$ cat src/design/mem_pkg.sv
package mem_pkg;

    // data and address word of the core port.
    typedef logic [31:0] word_t;

    // one stored word, seen whole or as four byte lanes.
    typedef union packed {
        word_t           word;  // word view, used for reads.
        logic [3:0][7:0] lane;  // lane 0 is the low byte.
    } mem_word_u;

    // target selected by the address decode.
    typedef enum logic [1:0] {
        rom      = 2'd0,
        ram      = 2'd1,
        unmapped = 2'd2
    } region_e;

    // region field is addr[31:28].
    localparam int unsigned REGION_LSB = 28;

    localparam logic [3:0] ROM_REGION = 4'h0;  // 0x0xxx_xxxx.
    localparam logic [3:0] RAM_REGION = 4'h1;  // 0x1xxx_xxxx.

    // boot stub size in words.
    localparam int unsigned BOOT_WORDS = 4;

    // boot stub, index 0 executes first.
    // builds the ram base 0x1000_0000 in a0 and jumps there.
    localparam word_t BOOT_IMAGE [BOOT_WORDS] = '{
        32'h01000537,  // lui  a0, 0x01000.
        32'h00451513,  // slli a0, a0, 4.
        32'h000500e7,  // jalr ra, 0(a0).
        32'h0000006f   // j    . (parks here if the jump returns).
    };

    // default ram size in words, 1 KiB.
    localparam int unsigned RAM_DEPTH_DEFAULT = 256;

endpackage

$ cat src/design/boot_rom.sv
module boot_rom (
    input  logic          clk_i,
    input  logic          rst_ni,

    input  logic          req_i,     // request strobe, already decoded.
    input  mem_pkg::word_t addr_i,   // byte address.
    output logic          rvalid_o,  // one cycle after req_i.
    output mem_pkg::word_t rdata_o
);

    import mem_pkg::*;

    // word index spans the whole rom region.
    localparam int unsigned IdxW = REGION_LSB - 2;
    // bits needed to pick one image word.
    localparam int unsigned SelW = $clog2(BOOT_WORDS);

    logic [IdxW-1:0] idx_q;  // word index of the last request.
    logic            rvalid_q;

    // capture the index on every request.
    // byte offset bits are dropped.
    always_ff @(posedge clk_i) begin
        if (req_i) begin
            idx_q <= addr_i[REGION_LSB-1:2];
        end
    end

    // response strobe follows the request.
    always_ff @(posedge clk_i or negedge rst_ni) begin
        if (!rst_ni) begin
            rvalid_q <= 1'b0;
        end else begin
            rvalid_q <= req_i;
        end
    end

    // image lookup from the held index.
    // anything past the stub reads as zero.
    always_comb begin
        rdata_o = '0;
        if (idx_q < IdxW'(BOOT_WORDS)) begin
            rdata_o = BOOT_IMAGE[idx_q[SelW-1:0]];
        end
    end

    // writes have no path into the image.
    // a write request still gets its rvalid.
    assign rvalid_o = rvalid_q;

endmodule

$ cat config.mk
export PLATFORM = sky130hd
export DESIGN_NAME = boot_rom
export DESIGN_NICKNAME = d
export VERILOG_FILES = /design/src/design/mem_pkg.sv /design/src/design/boot_rom.sv
export SDC_FILE = /design/constraint.sdc
export NUM_CORES = 1
export LEC_CHECK = 0
export BUFFER_PORTS_ARGS = -buffer_cell sky130_fd_sc_hd__buf_2
export CAP_MARGIN = 20
export CORE_MARGIN = 2
export CORE_UTILIZATION = 30
export DETAILED_ROUTE_END_ITERATION = 10
export PLACE_DENSITY_LB_ADDON = 0.2
export SLEW_MARGIN = 30
export SYNTH_ARGS = -nofsm -noshare
export SYNTH_HDL_FRONTEND = slang
export SYNTH_SLANG_ARGS = --single-unit
$ cat constraint.sdc
create_clock -name clk_i -period 2.3 [get_ports clk_i]
set_input_delay 0.23 -clock clk_i [delete_from_list [all_inputs] [get_ports clk_i]]
set_output_delay 0.23 -clock clk_i [all_outputs]
set_load 0.02 [all_outputs]
==> impl_metrics.toml <==
[run_status]
outcome = "complete, no violations"

[placement]
placed_cells = 159
port-buffer-count = 44
dp_hpwl_mm = 1.19
placed_cell_area_um2 = 1340
gp_congestion = 0.627

[power]
p_total_w = 0.000913
powerDensity_nw_per_um2 = 656
max-vdd-ir-drop_v = 0.000334
p_sw_w = 0.000188
seqPwrFrac_pct = 64.8
p_int_w = 0.000726
p_clk_share_pct = 27.6
p_comb_share_pct = 7.6
p_sw_share_pct = 20.5
p_leak_nw = 0.654

[synth]
syn_area_per_cell_um2 = 15.6
dominantRegCellSynth = "edfxtp_1"
async_reset_ff_share_pct = 3.70
yosys_register_bits = 27
synth_cells = 75
synth.most_common_cell = "edfxtp_1"
yosysWarnings = 0
synth_top_area_share_pct = 66.7
synthTopCellsByCount = "edfxtp_1, buf_4, and3_1"
synthDistinctLibCells = 14
syn-cell-area_um2 = 1170
synth_area_leaders = "edfxtp_1, buf_4, ha_1"
synth-edff-count = 26
yosys.area.top_type = "edfxtp_1"
ys_seq_area_share_pct = 68.8

[routing]
post_drt_via_cell_ratio = 3.87
drtAntennaViolNets = 0
dr.pass1.iters = 4
drc = 0
wl_mm = 1.47
wire_per_inst_um = 8.96
via_count = 634
drtIter0Drc = 2

[floorplanning]
dieArea_um2 = 4420
io_pins = 68
initial_core_util_pct = 31.5
dieWidth_um = 66.5
core-area_um2 = 3720
die_height_um = 66.5
rows = 22

[critical_path]
crit_required_ns = 2.07
critPathLaunchType = "flop"
arrival_ns = 1.75
critPathTopFamily = "simple AND/OR/NAND/NOR gates"
crit_start = "idx_q[17]$_DFFE_PP_"
path_cells = "or4_4, nor2_4, and3_1, buf_2"
max_stage_delay_ns = 0.56
cp-end-kind = "output pin"
path_buf_inv = 1
worstPathMaxFanout = 9
critical-path-slowest-cell = "or4_4"
worstSetupPathType = "reg -> out"

[clocking]
clock_path_buffers = 2
clk_pin_slew_ns = 0.08
clock-sinks = 27
clockRootBuffer = "clkbuf_8"
htreeDepth = 1
cts_tree = "built"
numCtsBuffers = 3
cts_setup_buffers = 0

[timing]
setup_viol = 0
min_period_ns = 1.98
maxSlewViolCount = 0
hold_viol = 0
fin_crit_sh_pct = 86.1
fin_setup_tns_ns = 0
rsz0062_at_grt = "no"
maxSlewHeadroom_pct = 62.7
worst_pin_slew_ns = 0.560
fmax_ghz = 0.505

[worst_hold_path]
hp-class = "in -> reg"
min-delay-start = "addr_i[10]"

[cells_and_area]
final_layout_size_suffix_gt1_share_pct = 44.8
nets = 156
layoutNonFillerInstCount = 164
register_area_um2 = 806
final_util_pct = 37.4
multi_input_area_um2 = 241
stdcell_area_um2 = 1390
antenna_cells = 0
fill_cells = 352
syn2layout_area_growth_pct = 18.8

[grt]
grt_max_degree = 28
grt_pass1_vias = 558
antenna_found_initial = 0
gr-usage-all-layers_pct = 7.21
grt_pass1_wl_mm = 2.35
grt_overflow = 0

[job]
cap_violations = 0
power by group through the flow:
| stage | sequential, W | clock (W) | combinational [W] |
|---|---|---|---|
| floorplan | 0.000602 | 0 | 0.0000555 |
| global placement | 0.000603 | 0 | 0.0000675 |
| detailed placement | 0.000604 | 0 | 0.0000686 |
| CTS | 0.000593 | 0.000265 | 0.0000701 |
| global route | 0.000595 | 0.000285 | 0.0000796 |
| finish | 0.000592 | 0.000252 | 0.0000694 |
worst paths after layout:
kind                                 endpoint  slack [ns]  cells after the start
worst max-delay path              rdata_o[10]        0.32                      4
worst min-delay path       idx_q[8]$_DFFE_PP_        0.13                      1
max in group asynchronous  rvalid_o$_DFF_PN0_        1.95                      2
min in group asynchronous  rvalid_o$_DFF_PN0_        0.27                      2
cells in the final DEF (no fill, tap or decap):
cell type       n
ha_1            4
conb_1         17
dfrtp_1         1
dlygate4sd3_1   1
and2_2          1
buf_2          44
or4_4           2
inv_1           2
and3b_1         1
and4_1          1
nor4_1          4
and3_1          7
clkinv_2        1
nor2_4          1
edfxtp_1       26
clkbuf_8        3
through the flow:
stage / setup slack (ns) / hold slack (ns)
CTS: 0.228 / 0.127
global route: 0.108 / 0.119
floorplan: 0.529 / -0.0656
global placement: 0.598 / 0.00490
detailed placement: 0.530 / 0.00745
finish: 0.319 / 0.135
area by class of cell:
class / instances / area share [%]
multi-input combinational: 38 / 17.4
sequential: 27 / 57.9
clock inverter: 1 / 0.360
timing repair buffer: 45 / 16.5
tap: 48 / 4.32
inverter: 2 / 0.540
clock buffer: 3 / 2.97
timing repair:
action | in CTS | in global routing
endpoints found under the hold margin | 1 | 0
resized for setup | 0 | 0
hold buffers | 1 | 0
kinds of logic after synthesis:
group                      share of synthesized area [%]
DFF                                                 68.8
adders and majority gates                           4.27
other                                              0.320
and+or+nand+nor                                     10.9
buffers and inverters                               15.7
state kept, by name (all words and copies together) (netlist names):
signal,count
idx_q,26
rvalid_o,1
per-layer routing:
metal | track usage, % | routed length (um) | up-vias
met3 | 2.20 | 181 | 3
li1 | - | - | 312
met2 | 12.5 | 705 | 50
met5 | 0 | 0 | -
met1 | 8.17 | 560 | 269
met4 | 3.06 | 21 | 0
Power figures use the tool's default switching activity.
