## config.mk

```make
export PLATFORM = sky130hd
export DESIGN_NAME = mem_resp_mux
export DESIGN_NICKNAME = d
export VERILOG_FILES = /design/src/design/mem_pkg.sv /design/src/design/mem_resp_mux.sv
export SDC_FILE = /design/constraint.sdc
export NUM_CORES = 1
export LEC_CHECK = 0
export ABC_AREA = 1
export BUFFER_PORTS_ARGS = -buffer_cell sky130_fd_sc_hd__buf_2
export CORE_MARGIN = 1.5
export CORE_UTILIZATION = 25
export CTS_BUF_LIST = sky130_fd_sc_hd__clkbuf_4
export DETAILED_ROUTE_END_ITERATION = 10
export PLACE_DENSITY = 0.95
export SLEW_MARGIN = 20
export SYNTH_ARGS = -nofsm -noshare
export SYNTH_HDL_FRONTEND = slang
export SYNTH_SLANG_ARGS = --single-unit
```

## constraint.sdc

```tcl
create_clock -name clk_i -period 1.1 [get_ports clk_i]
set_input_delay 0.11 -clock clk_i [delete_from_list [all_inputs] [get_ports clk_i]]
set_output_delay 0.11 -clock clk_i [all_outputs]
set_load 0.05 [all_outputs]
```

## src/design/mem_pkg.sv

```systemverilog
package mem_pkg;

    // data and address word of the core port.
    typedef logic [31:0] word_t;

    // one stored word, seen whole or as four byte lanes.
    typedef union packed {
        word_t           word;  // word view, used for reads.
        logic [3:0][7:0] lane;  // lane 0 is the low byte.
    } mem_word_u;

    // target selected by the address decode.
    typedef enum logic [1:0] {
        rom      = 2'd0,
        ram      = 2'd1,
        unmapped = 2'd2
    } region_e;

    // region field is addr[31:28].
    localparam int unsigned REGION_LSB = 28;

    localparam logic [3:0] ROM_REGION = 4'h0;  // 0x0xxx_xxxx.
    localparam logic [3:0] RAM_REGION = 4'h1;  // 0x1xxx_xxxx.

    // boot stub size in words.
    localparam int unsigned BOOT_WORDS = 4;

    // boot stub, index 0 executes first.
    // builds the ram base 0x1000_0000 in a0 and jumps there.
    localparam word_t BOOT_IMAGE [BOOT_WORDS] = '{
        32'h01000537,  // lui  a0, 0x01000.
        32'h00451513,  // slli a0, a0, 4.
        32'h000500e7,  // jalr ra, 0(a0).
        32'h0000006f   // j    . (parks here if the jump returns).
    };

    // default ram size in words, 1 KiB.
    localparam int unsigned RAM_DEPTH_DEFAULT = 256;

endpackage

```

## src/design/mem_resp_mux.sv

```systemverilog
module mem_resp_mux (
    input  logic          clk_i,
    input  logic          rst_ni,

    // core request side.
    input  logic          req_i,
    input  mem_pkg::word_t addr_i,
    output logic          gnt_o,

    // target strobes.
    output logic          rom_req_o,
    output logic          ram_req_o,

    // target responses.
    input  logic          rom_rvalid_i,
    input  mem_pkg::word_t rom_rdata_i,
    input  logic          ram_rvalid_i,
    input  mem_pkg::word_t ram_rdata_i,

    // core response side.
    output logic          rvalid_o,
    output mem_pkg::word_t rdata_o,
    output logic          err_o      // unmapped access, valid with rvalid_o.
);

    import mem_pkg::*;

    region_e region_d;  // decode of the current request.
    region_e region_q;  // region of the response in flight.
    logic    req_q;     // a response is due this cycle.

    // region decode on addr[31:28].
    always_comb begin
        case (addr_i[31:REGION_LSB])
            ROM_REGION: region_d = rom;
            RAM_REGION: region_d = ram;
            default:    region_d = unmapped;
        endcase
    end

    // no wait states, every request is taken.
    assign gnt_o = req_i;

    // at most one strobe, none for unmapped.
    assign rom_req_o = req_i && (region_d == rom);
    assign ram_req_o = req_i && (region_d == ram);

    // remember where the response will come from.
    always_ff @(posedge clk_i or negedge rst_ni) begin
        if (!rst_ni) begin
            region_q <= unmapped;
            req_q    <= 1'b0;
        end else begin
            req_q <= req_i;
            if (req_i) begin
                region_q <= region_d;  // held while idle.
            end
        end
    end

    // response steering.
    always_comb begin
        rvalid_o = 1'b0;
        rdata_o  = '0;
        err_o    = 1'b0;
        case (region_q)
            rom: begin
                rvalid_o = rom_rvalid_i;
                rdata_o  = rom_rdata_i;
            end
            ram: begin
                rvalid_o = ram_rvalid_i;
                rdata_o  = ram_rdata_i;
            end
            default: begin
                // nobody answers, so the mux does.
                rvalid_o = req_q;
                err_o    = req_q;  // zero data with the error.
            end
        endcase
    end

endmodule

```

==> results of run 1 <==
==> final cells by class <==
cell class	instances	area, µm²
clock buffers	4	30.0
flip-flops and latches	3	76.3
repair buffers	117	877
well taps	30	37.5
inverters	4	20.0
multi-input cells	110	781
fillers	179	656
==> per-layer routing <==
| metal | global-route usage | wire (µm) | up-vias |
|---|---|---|---|
| li1 | - | - | 629 |
| met2 | 0.436 | 1840 | 66 |
| met3 | 0.0246 | 305 | 0 |
| met5 | 0 | 0 | - |
| met4 | 0.0500 | 0 | 0 |
| met1 | 0.191 | 1110 | 599 |
==> registers in the layout, indices dropped and copies added, names as in the netlist <==
| register | cells |
|---|---|
| region_q | 2 |
| req_q | 1 |
==> worst max-delay path: cells and delay by family, from the launching register on <==
family,cells,cell delay (ns)
buffers and inverters,2,0.31
AND/OR/NAND/NOR,3,0.22
flip-flops,1,0.59
==> where the power goes <==
part	internal, mW	switching [mW]	total [mW]
Clock	0.161	0.0599	0.221
Combinational	0.287	0.411	0.698
Sequential	0.118	0.00773	0.126
Total	0.566	0.478	1.04
==> logic make-up (layout without fill, tap and decap cells) <==
group,Yosys count,count (layout)
buf+inv,15,125
simple gates,109,109
flops,3,3
compound gates,1,1
==> cell usage after synthesis <==
cell type   n
dfrtp_1     2
nor2_1      4
buf_6       7
a21oi_1     1
buf_2       3
nand3_1    35
nand2_1    69
nor2_4      1
buf_4       1
inv_1       3
inv_2       1
dfstp_2     1
==> worst max-delay path by stage <==
stage,slack (ns),end,start,depth (start not counted)
global route,-0.41,rvalid_o,region_q[1],5
floorplan,-0.05,rdata_o[0],region_q[0],5
CTS,-0.36,rvalid_o,region_q[1],5
detailed placement,-0.36,rdata_o[4],region_q[1],4
finish,-0.37,rdata_o[3],region_q[1],5
global placement,-0.33,rdata_o[24],region_q[1],4
==> stage by stage <==
step	hold WS (ns)	utilization	area, µm²	setup WS [ns]	instances
finish	0.0254	0.735	1820	-0.369	268
global route	0.0252	0.735	1820	-0.408	268
CTS	0.0196	0.721	1790	-0.363	267
detailed placement	-0.0914	0.586	1450	-0.359	261
global placement	-0.0931	0.586	1450	-0.333	261
floorplan	-0.186	-	908	-0.0512	128
==> repair_timing <==
item	CTS	global route
buffers inserted	1	1
setup endpoints to repair	34	36
endpoints found under the hold margin	3	0
gates resized for setup	96	5
gates cloned	0	1
hold buffers	1	0
pin swaps	1	0
==> flow_summary.ini, run 1 <==
[status]
status = complete, but fails checks
failed_checks = setup timing

[setup_path]
reg2reg_depth = 4
critPathKind = flip-flop to primary output
cpMaxStageDelayCell = dfstp_2
cp_slowest_stage_delay_ns = 0.59
critPathLaunchType = flip-flop
cp.arrival_ns = 1.36
critPathRequiredTime_ns = 0.99
reg2reg_slack_ns = 0.02
r2r_end = region_q[1]
crit_path_end_kind = primary output
crit_chain = nor2_4, clkbuf_16, nand2_2, nand2_4, buf_8
r2r_start = region_q[1]
path_max_fanout = 9

[sta]
slew_headroom = 0.837
timing.final.ws_setup_ns = -0.369
setup_tns_ns = -11.94
period_minus_slack_ns = 1.47
grt_setup_unrepaired = yes
setup_violations = 34
worst_pin_slew_ns = 0.247
skew_ns = 0
min_period_over_period = 1.34
drv_slew = 0
hold_viol = 0
fmax_mhz = 681

[placed_design]
io_buffers = 109
hpwl_um = 2090
gp_congestion = 0.724

[drt]
viasPerCell = 4.83
drc_errors = 0
drt-total-wl_um = 3250
drt_first_iter_violations = 18
first_pass_iters = 4
vias = 1294
ant_nets = 0
post_drt_wl_per_cell_um = 12.1

[floorplan]
core_area_um2 = 2480
die_x_um = 54.3
num_io_pins = 138
die_h_um = 54.3
rows = 18
initial_utilization = 0.266
dieArea_um2 = 2950

[yosys]
synth-xor-area-share = 0
yosysWarnings = 0
syn_inst = 128
syn_area_per_cell_um2 = 5.14
synth.top_cell.area_share = 0.394
synthesis.nets = 229
synth_cell_type_count = 12
ys_seq_elements = 3
synth_top_family_by_area = simple AND/OR/NAND/NOR gates
synth_top_cell_by_area = nand2_1
synthAdderAreaFrac = 0
synth_compound_area_frac = 0.00760
synthesis.area_um2 = 658
synth_area_leaders = nand2_1 (39%), nand3_1 (27%), buf_6 (12%)
yosys.area_share.simple = 0.700
synth_seq_area_share = 0.116
muxShareOfSynthArea = 0

[cells_and_area]
antennaDiodeCount = 0
layout_common_cells = buf_2 (74), nand3_1 (34), nand2_2 (33), buf_6 (33), nand2_4 (30)
final_common_cell = buf_2
drive_gt1_frac = 0.794
area_growth_syn_to_layout_pct = 177
nNetsFinal = 340

[clock_network]
clock_path_buffers = 2
cts_root_buf = clkbuf_4
clock_latency_ns = 0.23
cts-buffers-inserted = 3
htreeDepth = 1
clock_sinks = 3
cts.clk_slew.worst_paths_ns = 0.04
tritoncts = yes

[global_route]
antenna_found_initial = 0
grt_max_degree = 34
grt.overflow.total = 0
grt_pass1_wl_um = 4450
grt_pass1_vias = 1134
grt.total_usage = 0.201

[power_and_ir_drop]
fin_total_pwr_mw = 1.04
powerDensity_nw_per_um2 = 573
ir_drop_uv = 701
leakage_nw = 0.967

[worst_hold_path]
min_to = req_q
min_path_cells = 1
min-delay-path-class = input port to flip-flop
hold_start = req_i

[job]
maxCapViolations = 0
(Power assumes the default switching activity.)
==> inputs of run 2 (changes only) <==
Settings changed: ABC_AREA 1 to not set, HOLD_SLACK_MARGIN set to 0.03, PLACE_DENSITY 0.95 to 0.94.
==> flow_summary.ini, run 2 <==
[yosys]
ys.flop_type = dfrtp_1
synth.top_cell.area_share = 0.485
synth_edf_count = 0
synthesis.area_um2 = 681
synthesis.nets = 187
synth_area_leaders = mux2i_1 (49%), nor2_1 (18%), buf_12 (8.8%)
syn_area_per_cell_um2 = 7.91
yosysWarnings = 0
synth_cell_type_count = 17
synthTopCellsByCount = mux2i_1 (33), nor2_1 (33), buf_12 (3)
syn_inst = 86
ys_async_sr_fraction = 1.00
synth_top_cell_by_area = mux2i_1
ys_seq_elements = 3
synth_seq_area_share = 0.112

[power_and_ir_drop]
intPower_mw = 0.647
power.switching_mw = 0.550
leakage_nw = 0.833
p_sw_frac = 0.459
powerDensity_nw_per_um2 = 622
p_clk_frac = 0.193
fin_total_pwr_mw = 1.20
ir_drop_uv = 655
share_comb_of_total_power = 0.699
pwr-share-seq = 0.108

[clock_network]
tritoncts = yes
clock_latency_ns = 0.24
clock_sinks = 3
htreeDepth = 1
cts_root_buf = clkbuf_4
cts.clk_slew.worst_paths_ns = 0.04
clock_path_buffers = 2
cts-buffers-inserted = 3

[status]
status = complete, but fails checks
failed_checks = setup timing

[sta]
setup_violations = 35
slew_headroom = 0.826
period_minus_slack_ns = 1.53
min_period_over_period = 1.39
skew_ns = 0
hold_viol = 0
worst_pin_slew_ns = 0.253
timing.final.ws_setup_ns = -0.427
grt_setup_unrepaired = yes
drv_slew = 0
fmax_mhz = 655

[drt]
post_drt_wl_per_cell_um = 14.3
viasPerCell = 4.75
drt-total-wl_um = 3260
drt_first_iter_violations = 5
first_pass_iters = 3
drc_errors = 0
ant_nets = 0
vias = 1083

[global_route]
grt_max_degree = 19
grt.overflow.total = 0
antenna_found_initial = 0
grt_pass1_vias = 954
grt_pass1_wl_um = 3830
grt.total_usage = 0.173

[placed_design]
gp_congestion = 0.672
placed_cells = 222
hpwl_um = 2200
io_buffers = 109

[floorplan]
rows = 18
num_io_pins = 138
initial_utilization = 0.270
core_area_um2 = 2520
die_x_um = 55.2
die_h_um = 55.2
dieArea_um2 = 3040

[cells_and_area]
regMostFlops = region_q
layout_common_cells = buf_2 (86), nor2_4 (31), buf_6 (19)
stdcell_count = 228
nNetsFinal = 300
drive_gt1_frac = 0.944
fillCellCount = 174
area_growth_syn_to_layout_pct = 183
largest_reg_flops = 2
top_regs = region_q: 2 flops, req_q: 1 flops
final_common_cell = buf_2
antennaDiodeCount = 0

[setup_path]
cpMaxStageDelayCell = dfrtp_2
critPathLaunchType = flip-flop
reg2reg_slack_ns = -0.01
critPathBufInv = 2
critPathKind = flip-flop to primary output
critPathRequiredTime_ns = 0.99
cp_top_family = buffers and inverters
crit_chain = buf_12, mux2i_1, nor2_4, buf_2
path_max_fanout = 18
cp.arrival_ns = 1.42
cp_slowest_stage_delay_ns = 0.41
crit_path_end_kind = primary output

[job]
maxCapViolations = 0

[worst_hold_path]
min-delay-path-class = input port to flip-flop
[run 2: cell type report]
class | count | area [µm²] | share of cell area
multi-input combinational | 74 | 956 | 0.497
tap | 30 | 37.5 | 0.0195
sequential | 3 | 81.3 | 0.0423
clock buffer | 4 | 30.0 | 0.0156
timing repair buffer | 117 | 820 | 0.426
[run 2: logic make-up after synthesis]
| family | after synthesis | synth area share |
|---|---|---|
| muxes | 33 | 0.485 |
| DFF | 3 | 0.112 |
| and+or+nand+nor | 38 | 0.230 |
| buffers and inverters | 9 | 0.142 |
| AOI/OAI and AO/OA | 3 | 0.0312 |
[run 2: power groups by stage]
stage,combinational [mW],sequential [mW],clock [mW]
after CTS,0.741,0.127,0.225
final,0.837,0.129,0.231
after detailed placement,0.661,0.128,0
after global routing,0.876,0.129,0.246
after global placement,0.649,0.127,0
after floorplan,0.466,0.121,0
[run 2: worst paths after layout]
check	startpoint	endpoint	depth (start not counted)
worst max register to register	region_q[0]	region_q[0]	3
worst min-delay path	req_i	req_q	1
max in group asynchronous	rst_ni	region_q[1]	2
worst min register to register	region_q[1]	region_q[1]	3
worst max-delay path	region_q[0]	rdata_o[5]	4
min in group asynchronous	rst_ni	region_q[0]	2
[run 2: stage by stage]
step                      utilization  area, µm²  hold WS (ns)  setup WS, ns  setup TNS (ns)
after floorplan                     -        941        -0.186        -0.107           -2.51
after global placement          0.599       1510       -0.0937        -0.154           -4.06
after detailed placement        0.599       1510       -0.0862        -0.162           -4.50
after CTS                       0.685       1730        0.0653        -0.395          -12.00
after global routing            0.763       1920        0.0947        -0.465          -14.57
final                           0.763       1920        0.0937        -0.427          -12.95
[run 2: worst reg2reg max path, stage by stage (launching register included)]
cell and delay [ns]:
dfrtp_2 0.44, buf_12 0.19, nor2b_1 0.15, a31o_2 0.21
[run 2: timing repair]
action                     in CTS  in global routing
buffers inserted                0                  0
setup endpoints to repair      35                 36
hold buffers                    1                  0
gates cloned                    0                  1
hold endpoints to repair        3                  0
gates resized for setup        54                 34
[run 2: per-layer routing]
layer | track usage | vias to the layer above | share of wire
met1 | 0.199 | 502 | 0.37
met5 | 0 | - | 0
met2 | 0.341 | 63 | 0.54
met3 | 0.0161 | 2 | 0.089
met4 | 0.0366 | 0 | 0.0031
li1 | - | 516 | -
